--- src/source/align_data_pkg.sv ---
/*
 * Data path definitions for the byte-lane realigner
 * Beat and buffer geometry, lane strobes and lane indices
 */
package align_data_pkg;

   // ******************************
   // Geometry
   // ******************************

   // Byte lanes in one beat
   localparam int NUM_LANES = 8;
   localparam int BYTE_W    = 8;
   // Two beat-wide halves in the alignment buffer
   localparam int BUF_BYTES = 2 * NUM_LANES;

   // ******************************
   // Types
   // ******************************

   typedef logic [NUM_LANES*BYTE_W-1:0] beat_data_t;
   typedef logic [NUM_LANES-1:0]        byte_strb_t;

   // Byte position inside one beat
   typedef logic [$clog2(NUM_LANES)-1:0] lane_idx_t;

   // Byte position inside the whole buffer
   typedef logic [$clog2(BUF_BYTES)-1:0] buf_idx_t;

endpackage

--- src/source/align_ctrl_pkg.sv ---
/*
 * Control definitions for the byte-lane realigner
 * Transfer descriptor, derived transfer values and FSM states
 */
package align_ctrl_pkg;

   // ******************************
   // Descriptor
   // ******************************

   // Length field holds the byte count minus one
   localparam int LEN_W = 15;

   typedef logic [LEN_W-1:0] trans_len_t;

   // Up to 2^LEN_W bytes plus a lane offset, in 8-byte beats
   typedef logic [LEN_W-3:0] beat_cnt_t;

   typedef struct packed {
      align_data_pkg::lane_idx_t pop_addr;
      align_data_pkg::lane_idx_t push_addr;
      trans_len_t                len;
   } trans_desc_t;

   // ******************************
   // Derived values
   // ******************************

   typedef struct packed {
      beat_cnt_t                  push_beats;
      beat_cnt_t                  pop_beats;
      // Push lane minus pop lane, mod 16
      align_data_pkg::buf_idx_t   shift;
      logic                       pop_greater;
      align_data_pkg::byte_strb_t first_strb;
      align_data_pkg::byte_strb_t last_strb;
   } desc_info_t;

   // Transaction FSM
   typedef enum logic {
      CTRL_IDLE,
      CTRL_BUSY
   } ctrl_state_t;

endpackage

--- src/source/align_buffer.sv ---
`timescale 1ns/1ns

/*
 * Alignment buffer
 * Sixteen bytes in two beat-wide halves; push beats land in alternate
 * halves and a rotating crossbar reads a realigned beat across them
 */
module align_buffer
(
   input  logic                       clk_i,
   input  logic                       rst_ni,
   input  align_data_pkg::beat_data_t push_dat_i,
   input  logic                       push_we_i,
   input  logic                       push_half_i,
   input  logic                       pop_half_i,
   input  align_data_pkg::buf_idx_t   shift_i,
   output align_data_pkg::beat_data_t pop_dat_o
);

   logic [align_data_pkg::BUF_BYTES-1:0][align_data_pkg::BYTE_W-1:0] buf_q;

   // ******************************
   // Write steering
   // ******************************

   always_ff @(posedge clk_i or negedge rst_ni)
   begin
      if (!rst_ni)
      begin
         buf_q <= '0;
      end
      else if (push_we_i)
      begin
         for (int j = 0; j < align_data_pkg::NUM_LANES; j++)
         begin
            buf_q[{push_half_i, align_data_pkg::lane_idx_t'(j)}] <=
               push_dat_i[j*align_data_pkg::BYTE_W +: align_data_pkg::BYTE_W];
         end
      end
   end

   // ******************************
   // Rotating read crossbar
   // ******************************

   // Lane j reads byte (8*half + j + shift) mod 16, which
   // wraps into the other half when the pop beat straddles two push beats
   for (genvar j = 0; j < align_data_pkg::NUM_LANES; j++)
   begin : g_rd_lane
      align_data_pkg::buf_idx_t rd_idx;

      assign rd_idx = {pop_half_i, align_data_pkg::lane_idx_t'(j)} + shift_i;

      assign pop_dat_o[j*align_data_pkg::BYTE_W +: align_data_pkg::BYTE_W] = buf_q[rd_idx];
   end

endmodule

--- src/source/align_ctrl_fsm.sv ---
`timescale 1ns/1ns

/*
 * Transaction control
 * Two-state FSM with push and pop beat counters; the data grants follow
 * from which push beats each pop beat needs in the two-half buffer
 */
module align_ctrl_fsm
(
   input  logic                       clk_i,
   input  logic                       rst_ni,
   input  logic                       trans_req_i,
   input  logic                       data_push_req_i,
   input  logic                       data_pop_req_i,
   input  align_ctrl_pkg::desc_info_t  desc_info_i,
   output logic                       trans_gnt_o,
   output logic                       load_o,
   output logic                       data_push_gnt_o,
   output logic                       data_pop_gnt_o,
   output align_data_pkg::byte_strb_t data_pop_strb_o,
   output logic                       push_we_o,
   output logic                       push_half_o,
   output logic                       pop_half_o
);

   align_ctrl_pkg::ctrl_state_t state_q;
   align_ctrl_pkg::ctrl_state_t state_d;

   // Pushes done (m) and pops done (k)
   align_ctrl_pkg::beat_cnt_t push_cnt_q;
   align_ctrl_pkg::beat_cnt_t pop_cnt_q;

   // Lowest and highest push beat that pop beat k reads
   align_ctrl_pkg::beat_cnt_t low_beat;
   align_ctrl_pkg::beat_cnt_t need_raw;
   align_ctrl_pkg::beat_cnt_t need_beat;

   logic push_half_q;
   logic pop_half_q;
   logic busy;
   logic push_ahead;
   logic push_xfer;
   logic pop_xfer;
   logic last_pop;

   assign busy        = (state_q == align_ctrl_pkg::CTRL_BUSY);
   assign trans_gnt_o = (state_q == align_ctrl_pkg::CTRL_IDLE);
   assign load_o      = trans_req_i & trans_gnt_o;

   // ******************************
   // Beat window of pop k
   // ******************************

   // Push lane above pop lane: pop beat k also reaches into push beat k+1
   assign push_ahead = !desc_info_i.pop_greater && (desc_info_i.shift != '0);

   // Pop lane above push lane: pop beat k starts in push beat k-1
   assign low_beat = (desc_info_i.pop_greater && pop_cnt_q != '0) ? pop_cnt_q - 1'b1
                                                                 : pop_cnt_q;

   assign need_raw  = pop_cnt_q + align_ctrl_pkg::beat_cnt_t'(push_ahead);
   assign need_beat = (need_raw < desc_info_i.push_beats) ? need_raw
                                                           : desc_info_i.push_beats - 1'b1;

   // ******************************
   // Grants and strobe
   // ******************************

   // A push may only overwrite the half holding beat m-2, so stay within low+1
   assign data_push_gnt_o = busy && (push_cnt_q < desc_info_i.push_beats)
                                 && (push_cnt_q <= low_beat + 1'b1);
   assign data_pop_gnt_o  = busy && (pop_cnt_q < desc_info_i.pop_beats)
                                 && (push_cnt_q > need_beat);

   assign push_xfer = data_push_req_i & data_push_gnt_o;
   assign pop_xfer  = data_pop_req_i & data_pop_gnt_o;
   assign last_pop  = (pop_cnt_q == desc_info_i.pop_beats - 1'b1);

   always_comb
   begin
      data_pop_strb_o = '1;
      if (pop_cnt_q == '0)
         data_pop_strb_o = data_pop_strb_o & desc_info_i.first_strb;
      if (last_pop)
         data_pop_strb_o = data_pop_strb_o & desc_info_i.last_strb;
      if (!busy)
         data_pop_strb_o = '0;
   end

   assign push_we_o   = push_xfer;
   assign push_half_o = push_half_q;
   assign pop_half_o  = pop_half_q;

   // ******************************
   // State and counters
   // ******************************

   always_comb
   begin
      state_d = state_q;
      case (state_q)
         align_ctrl_pkg::CTRL_IDLE:
         begin
            if (trans_req_i)
               state_d = align_ctrl_pkg::CTRL_BUSY;
         end
         align_ctrl_pkg::CTRL_BUSY:
         begin
            if (pop_xfer && last_pop)
               state_d = align_ctrl_pkg::CTRL_IDLE;
         end
         default:
            state_d = align_ctrl_pkg::CTRL_IDLE;
      endcase
   end

   always_ff @(posedge clk_i or negedge rst_ni)
   begin
      if (!rst_ni)
      begin
         state_q     <= align_ctrl_pkg::CTRL_IDLE;
         push_cnt_q  <= '0;
         pop_cnt_q   <= '0;
         push_half_q <= 1'b0;
         pop_half_q  <= 1'b0;
      end
      else
      begin
         state_q <= state_d;
         if (load_o)
         begin
            push_cnt_q  <= '0;
            pop_cnt_q   <= '0;
            push_half_q <= 1'b0;
            pop_half_q  <= 1'b0;
         end
         else
         begin
            if (push_xfer)
            begin
               push_cnt_q  <= push_cnt_q + 1'b1;
               push_half_q <= ~push_half_q;
            end
            if (pop_xfer)
            begin
               pop_cnt_q  <= pop_cnt_q + 1'b1;
               pop_half_q <= ~pop_half_q;
            end
         end
      end
   end

endmodule

--- src/source/trans_aligner_top.sv ---
`timescale 1ns/1ns

/*
 * Byte-lane realigner for the DMA data path
 * Moves len+1 bytes from push lane push_addr to pop lane pop_addr
 */
module trans_aligner_top
(
   input  logic                        clk_i,
   input  logic                        rst_ni,
   input  logic                        trans_req_i,
   input  align_ctrl_pkg::trans_desc_t trans_desc_i,
   output logic                        trans_gnt_o,
   input  align_data_pkg::beat_data_t  data_push_dat_i,
   input  logic                        data_push_req_i,
   output logic                        data_push_gnt_o,
   output align_data_pkg::beat_data_t  data_pop_dat_o,
   output align_data_pkg::byte_strb_t  data_pop_strb_o,
   input  logic                        data_pop_req_i,
   output logic                        data_pop_gnt_o
);

   align_ctrl_pkg::desc_info_t desc_info;

   logic load;
   logic push_we;
   logic push_half;
   logic pop_half;

   trans_desc_reg i_desc_reg (
      .clk_i        (clk_i),
      .rst_ni       (rst_ni),
      .trans_desc_i (trans_desc_i),
      .load_i       (load),
      .desc_info_o  (desc_info)
   );

   align_ctrl_fsm i_ctrl_fsm (
      .clk_i           (clk_i),
      .rst_ni          (rst_ni),
      .trans_req_i     (trans_req_i),
      .data_push_req_i (data_push_req_i),
      .data_pop_req_i  (data_pop_req_i),
      .desc_info_i     (desc_info),
      .trans_gnt_o     (trans_gnt_o),
      .load_o          (load),
      .data_push_gnt_o (data_push_gnt_o),
      .data_pop_gnt_o  (data_pop_gnt_o),
      .data_pop_strb_o (data_pop_strb_o),
      .push_we_o       (push_we),
      .push_half_o     (push_half),
      .pop_half_o      (pop_half)
   );

   align_buffer i_buffer (
      .clk_i       (clk_i),
      .rst_ni      (rst_ni),
      .push_dat_i  (data_push_dat_i),
      .push_we_i   (push_we),
      .push_half_i (push_half),
      .pop_half_i  (pop_half),
      .shift_i     (desc_info.shift),
      .pop_dat_o   (data_pop_dat_o)
   );

endmodule

--- src/source/trans_desc_reg.sv ---
`timescale 1ns/1ns

/*
 * Descriptor register
 * Holds the accepted transfer descriptor and derives the beat counts,
 * the buffer lane shift and the first and last pop strobes from it
 */
module trans_desc_reg
(
   input  logic                       clk_i,
   input  logic                       rst_ni,
   input  align_ctrl_pkg::trans_desc_t trans_desc_i,
   input  logic                       load_i,
   output align_ctrl_pkg::desc_info_t  desc_info_o
);

   align_ctrl_pkg::trans_desc_t desc_q;

   // Lane position of the last byte, counted from lane 0 of beat 0
   logic [align_ctrl_pkg::LEN_W:0] push_end;
   logic [align_ctrl_pkg::LEN_W:0] pop_end;

   align_data_pkg::lane_idx_t last_lane;

   always_ff @(posedge clk_i or negedge rst_ni)
   begin
      if (!rst_ni)
         desc_q <= '0;
      else if (load_i)
         desc_q <= trans_desc_i;
   end

   assign push_end  = (align_ctrl_pkg::LEN_W + 1)'(desc_q.push_addr) + desc_q.len;
   assign pop_end   = (align_ctrl_pkg::LEN_W + 1)'(desc_q.pop_addr) + desc_q.len;
   assign last_lane = pop_end[2:0];

   always_comb
   begin
      // ceil((addr + len + 1) / 8) == floor((addr + len) / 8) + 1
      desc_info_o.push_beats = push_end[align_ctrl_pkg::LEN_W:3] + 1'b1;
      desc_info_o.pop_beats  = pop_end[align_ctrl_pkg::LEN_W:3] + 1'b1;

      desc_info_o.shift = align_data_pkg::buf_idx_t'(desc_q.push_addr)
                        - align_data_pkg::buf_idx_t'(desc_q.pop_addr);

      desc_info_o.pop_greater = (desc_q.pop_addr > desc_q.push_addr);

      // Edge strobes, the FSM combines them for a single-beat pop
      desc_info_o.first_strb = align_data_pkg::byte_strb_t'('1) << desc_q.pop_addr;
      desc_info_o.last_strb  = align_data_pkg::byte_strb_t'('1) >> (3'd7 - last_lane);
   end

endmodule

--- config.mk ---
export PLATFORM = sky130hd
export DESIGN_NAME = trans_aligner_top
export DESIGN_NICKNAME = d
export VERILOG_FILES = /design/src/source/align_data_pkg.sv /design/src/source/align_ctrl_pkg.sv /design/src/source/align_buffer.sv /design/src/source/align_ctrl_fsm.sv /design/src/source/trans_aligner_top.sv /design/src/source/trans_desc_reg.sv
export SDC_FILE = /design/constraint.sdc
export NUM_CORES = 1
export LEC_CHECK = 0
export BUFFER_PORTS_ARGS = -buffer_cell sky130_fd_sc_hd__buf_2
export CORE_ASPECT_RATIO = 1.5
export CORE_MARGIN = 2
export CORE_UTILIZATION = 34
export DETAILED_ROUTE_END_ITERATION = 7
export GPL_ROUTABILITY_DRIVEN = 0
export MAX_ROUTING_LAYER = met4
export SKIP_CTS_REPAIR_TIMING = 1
export SYNTH_ARGS = -nofsm -noshare
export SYNTH_HDL_FRONTEND = slang
export SYNTH_HIERARCHICAL = 1
export SYNTH_SLANG_ARGS = --single-unit
--- constraint.sdc ---
create_clock -name clk_i -period 6.2 [get_ports clk_i]
set_input_delay 0.62 -clock clk_i [delete_from_list [all_inputs] [get_ports clk_i]]
set_output_delay 0.62 -clock clk_i [all_outputs]
set_load 0.05 [all_outputs]
-- After elaboration in Yosys (flattened, before gate mapping)
Index checks and enable logic that the tools add are counted.
- latch bits: 0
- RAM bits: 0
- bits in read-only memories: 0
- word-level logic and storage cells: 162
- memories: 0
- output and inout port bits: 75
- register bits: 178
- mux-type cells: 56
- reduce and logical (&&, ||, !) cells: 21
- equal/unequal tests: 1
- div/mod/pow operators: 0
- $lt $le $gt $ge: 30
- bitwise operators: 7
- multipliers: 0
- shift-type cells: 2
- add/subtract/negate cells: 21
- operators with widths (kind ; count):
    $bwmux 128 ; 8
    $bmux 8 s4 ; 8
    $mux 8 ; 19
    $lt 4x5->1 const B ; 16
    $mux 13 ; 6
    $add 13x1->13 const B ; 5
    $demux 8 s1 ; 8
    $lt 13x13->1 ; 3
    $sub 13x1->13 const B ; 3
    $add 3x15->16 ; 2
    $add 4x4->4 ; 8
    $ge 4x1->1 const B ; 8
    $logic_and 1x1->1 ; 15
    $add 13x1->13 ; 1
    $eq 13x13->1 ; 1
    $gt 13x13->1 ; 1
    $le 13x13->1 ; 1
    $logic_not 13->1 ; 1
    $reduce_bool 13->1 ; 1
    $and 8x8->8 ; 1
    $shl 8x3->8 const A ; 1
    $shr 8x3->8 const A ; 1
    $mux 1 ; 6
    $reduce_bool 2->1 ; 2
    8 further kinds ; 12

-- Longest topological paths before layout
- depth after elaboration: 12
- depth in mapped cells: 29
- mapped depth without buffers: 26

-- Cells and area by module
The synthesis kept the hierarchy.
- modules (own cells, without submodules) (module ; area each (sq um) ; times used ; cells an instance):
    align_buffer ; 9893.2 ; 1 ; 583
    align_ctrl_fsm ; 4643.2 ; 1 ; 594
    trans_desc_reg ; 2085.8 ; 1 ; 252

-- Worst setup path after synthesis
Ideal clock, no wire load.
- path kind: register to register
- start: register i_ctrl_fsm.pop_cnt_q[0]
- end: register i_buffer/buf_q[0] (netlist bit)
- buffers on the path: 4
- path slack: -0.478 ns
- arrival: 6.553 ns
- cell stages (with the launch flop): 27
- library setup time: 0.125 ns
- cells stage by stage: dfrtp_1 clkbuf_1 inv_1 ha_1 nor4b_1 nand3_2 clkbuf_1 nand2_1 xnor2_1 ha_1 nor3b_1 a21oi_1 or3_4 nor2_1 mux2_1 o21ai_1 ha_1 and4_1 a221oi_1 a21oi_1 nor2_1 nand2_1 inv_1 nor2b_1 clkbuf_1 clkbuf_1 mux2_2
- word-level cells in the longest chain between the ends: 7
- ends and longest elaborated chain (element ; RTL line ; RTL):
    start: declaration ; align_ctrl_fsm.sv:31 ; align_ctrl_pkg::beat_cnt_t pop_cnt_q;
    start signal: assignment ; align_ctrl_fsm.sv:146 ; pop_cnt_q <= pop_cnt_q + 1'b1;
    branches (longest 2 deep; another with $sub 13x1->13) ; -- ;
    $mux 13 (*) ; align_ctrl_fsm.sv:58 ; assign low_beat = (desc_info_i.pop_greater && pop_cnt_q != '0) ? pop_cnt_q - 1'b1
    $add 13x1->13 (*) ; align_ctrl_fsm.sv:71 ; && (push_cnt_q <= low_beat + 1'b1);
    $le 13x13->1 (*) ; align_ctrl_fsm.sv:71 ;
    $logic_and 1x1->1 (*) ; align_ctrl_fsm.sv:71 ;
    net data_push_gnt_o ; trans_aligner_top.sv:16 ; output logic data_push_gnt_o,
    $and 1x1->1 (*) ; align_ctrl_fsm.sv:75 ; assign push_xfer = data_push_req_i & data_push_gnt_o;
    net push_we ; trans_aligner_top.sv:26 ; logic push_we;
    end signal: indexed assignment ; align_buffer.sv:36 ; buf_q[{push_half_i, align_data_pkg::lane_idx_t'(j)}] <=
    end: declaration ; align_buffer.sv:20 ; logic [align_data_pkg::BUF_BYTES-1:0][align_data_pkg::BYTE_W-1:0] buf_q;
Mark *: on every way through the listed nets, which the timed path passes.
A chain may end at the register's enable or synchronous reset.

==> impl_metrics.toml <==
[status]
status = "finished with violations"
violations = "setup timing"

[sta]
setup_slack_ns = -0.131
relSlewSlack = 0.260
hold_violations = 0
fin_tns_setup_ns = -0.131
setup_viol = 1
fin_crit_sh = 1.02
worst_pin_slew_ns = 1.11
finClkSkew_ns = 0.0202
clock.fmax_ghz = 0.158
period_minus_slack_ns = 6.33
rsz0062_at_grt = "true"
drv_slew = 0

[routing]
ant_nets = 0
drc = 0
firstDrtPassIters = 5
via_count = 13300
via_per_inst = 5.85
routedWlPerCell_microns = 21.7
drt_iter0_drc = 1010
totalWireLength_microns = 49500

[min_path]
min_path_type = "in2async"

[logic_synthesis]
avgSynthCellArea_sq_um = 11.6
synth_edf_count = 0
ys_seq_area_frac = 0.268
synth_xor_area_frac = 0.0571
ys_types = 94
synthArstFlopShare = 1.00
synth-main-ff-cell = "dfrtp_1"
synth_top_area_cell = "dfrtp_1"
synth_seq_cells = 178
yosys_warnings = 6
synthAdderAreaFrac = 0.0705
synth_compound_area_frac = 0.0723
synth_top_family_by_area = "multiplexers"
synth-simple-area-share = 0.103
synth_top_area_share = 0.268
synth_cells = 1429
netlist_area_sq_um = 16600
yosys-top-cells-area = "dfrtp_1 (27%), mux4_2 (20%), mux2_2 (12%)"
muxShareOfSynthArea = 0.384

[cts]
clockBufferDepth = 2
cts_root_buf = "clkbuf_16"
numCtsBuffers = 17
insertion_delay_ns = 0.46
cts_tree = "yes"
clk_pin_slew_ns = 0.08
clock_sinks = 178
cts_htree_levels = 4

[placed_design]
dp_cells = 2230
port_buffers = 164
placed_area_sq_um = 18400
hpwlAfterDp_microns = 37200

[critical_path]
cpMaxStageDelayCell = "fa_1"
critPathLaunchType = "register"
rrSetupSlack_ns = 0.11
path_max_fanout = 6
reg2reg_depth = 28
crit_required_ns = 5.58
critical_path_class = "reg2out"
r2r_end = "i_ctrl_fsm/pop_cnt_q[4]"
crit_start = "i_desc_reg/desc_q[18]"
crit_top_cell = "ha_4"
path_cells = "ha_4, fa_2, fa_1, inv_2, nor4_4, nor2_2, ha_2, ha_4, nand4_1, xnor2_2, ha_4, a21o_1, a21o_1, a21oi_2, nand2_1, o21ai_2, buf_6, mux2i_1, ha_1, and4_1, nor3b_4, a2111oi_4, and3_4, buf_8"
critPathCaptureType = "output port"
max_stage_delay_ns = 0.44
critPathArrivalTime_ns = 5.71
worstReg2RegStart = "i_desc_reg/desc_q[18]"

[floorplanning]
initial_core_util = 0.343
io_pins = 165
die_w_microns = 185
die_h_microns = 275
core-area_sq_um = 48400
dieArea_sq_um = 50700
fp-row-count = 99

[global_route]
grt_pass1_wl_microns = 76900
grt_max_degree = 72
antenna_found_initial = 1
grt_pass1_vias = 13600
grt_use_total = 0.202
grt_overflow_total = 0

[flow_run]
maxCapViolCount = 0

[final_layout]
syn2layout_area_growth_pct = 17.0
drive_above_1_share = 0.423
layout.cells.non_filler = 2279
layout_common_cells = "dfrtp_1 (178), mux2_2 (176), buf_2 (157)"
layout_commonest_cell = "dfrtp_1"
antenna_cells = 0
design_area_sq_um = 19400
nNetsFinal = 1791
nFillCells = 4604
[registers in the layout (all words and copies together), names as in the netlist]
| name | count |
|---|---|
| i_ctrl_fsm/pop_cnt_q | 13 |
| i_ctrl_fsm/busy | 1 |
| i_ctrl_fsm/push_cnt_q | 13 |
| i_desc_reg/desc_q | 21 |
| i_ctrl_fsm/pop_half_o | 1 |
| i_buffer/buf_q | 128 |
| i_ctrl_fsm/push_half_o | 1 |
[metrics by stage]
step	worst slack [ns]	hold WS (ns)	util
after CTS	-0.635	0.169	0.393
final	-0.131	0.158	0.402
after global routing	-0.378	0.202	0.402
after floorplan	0.0119	0.324	-
after detailed placement	-0.0879	0.559	0.381
after global placement	0.0145	0.536	0.381
[Yosys cell counts (4+ instances only)]
master and number:
o21ai_0 35, a32oi_1 4, and3_1 7, nor4b_1 7, mux4_2 144, and4_1 4
clkbuf_1 36, nand4_1 26, or4_1 6, xnor2_4 4, a31oi_1 9, nor4_1 11
nor3b_1 5, nand2_1 75, ha_1 88, nor2_1 86, dfrtp_1 178, buf_1 8
buf_6 5, o211ai_1 6, nor3_1 16, a31o_2 5, o21ai_1 5, inv_1 71
o31ai_1 8, xnor2_1 65, a21o_1 12, buf_2 30, mux2i_1 30, a21oi_1 63
or3_1 7, buf_4 8, o21a_1 4, xor2_1 27, mux2_2 176, nor2b_1 10
mux4_1 30, nand3_1 29
[logic make-up after synthesis]
family	after synthesis
mux	384
fa+ha+maj	92
compound gates	189
other cells	1
simple gates	322
flops	178
buf+inv	165
xor+xnor	98
[metal layers]
layer	track usage	up-vias	wire length, microns
li1	-	5900	-
met1	0.216	6818	18200
met2	0.370	471	26900
met3	0.0238	137	2180
met4	0.0912	0	2230
met5	-	-	0
[critical path: cells and delay by family (launching register included)]
kind / cells / cell delay (ns)
fa+ha+maj: 7 / 1.84
simple gates: 7 / 1.07
compound gates: 5 / 1.04
flops: 1 / 0.42
buf+inv: 3 / 0.39
xor+xnor: 1 / 0.28
mux: 1 / 0.19
[layout make-up]
class,count,area (sq um),area share
sequential,178,4450,0.229
inverter,75,288,0.0148
timing repair buffer,251,1590,0.0817
multi-input combinational,1087,11700,0.602
clock inverter,14,149,0.00766
clock buffer,18,439,0.0226
tap,656,821,0.0422
[worst max-delay path by stage]
stage | slack, ns | endpoint
2_1_floorplan | 0.01 | i_buffer/buf_q[0]
3_3_place_gp | 0.01 | data_pop_gnt_o
3_5_place_dp | -0.09 | i_ctrl_fsm/pop_cnt_q[10]
4_1_cts | -0.64 | data_pop_gnt_o
5_1_grt | -0.38 | data_pop_gnt_o
6_report | -0.13 | data_pop_gnt_o
Power is left out: the tool's default activity adds up to more than one toggle a clock period on the data nets, which glitch-free logic cannot reach.
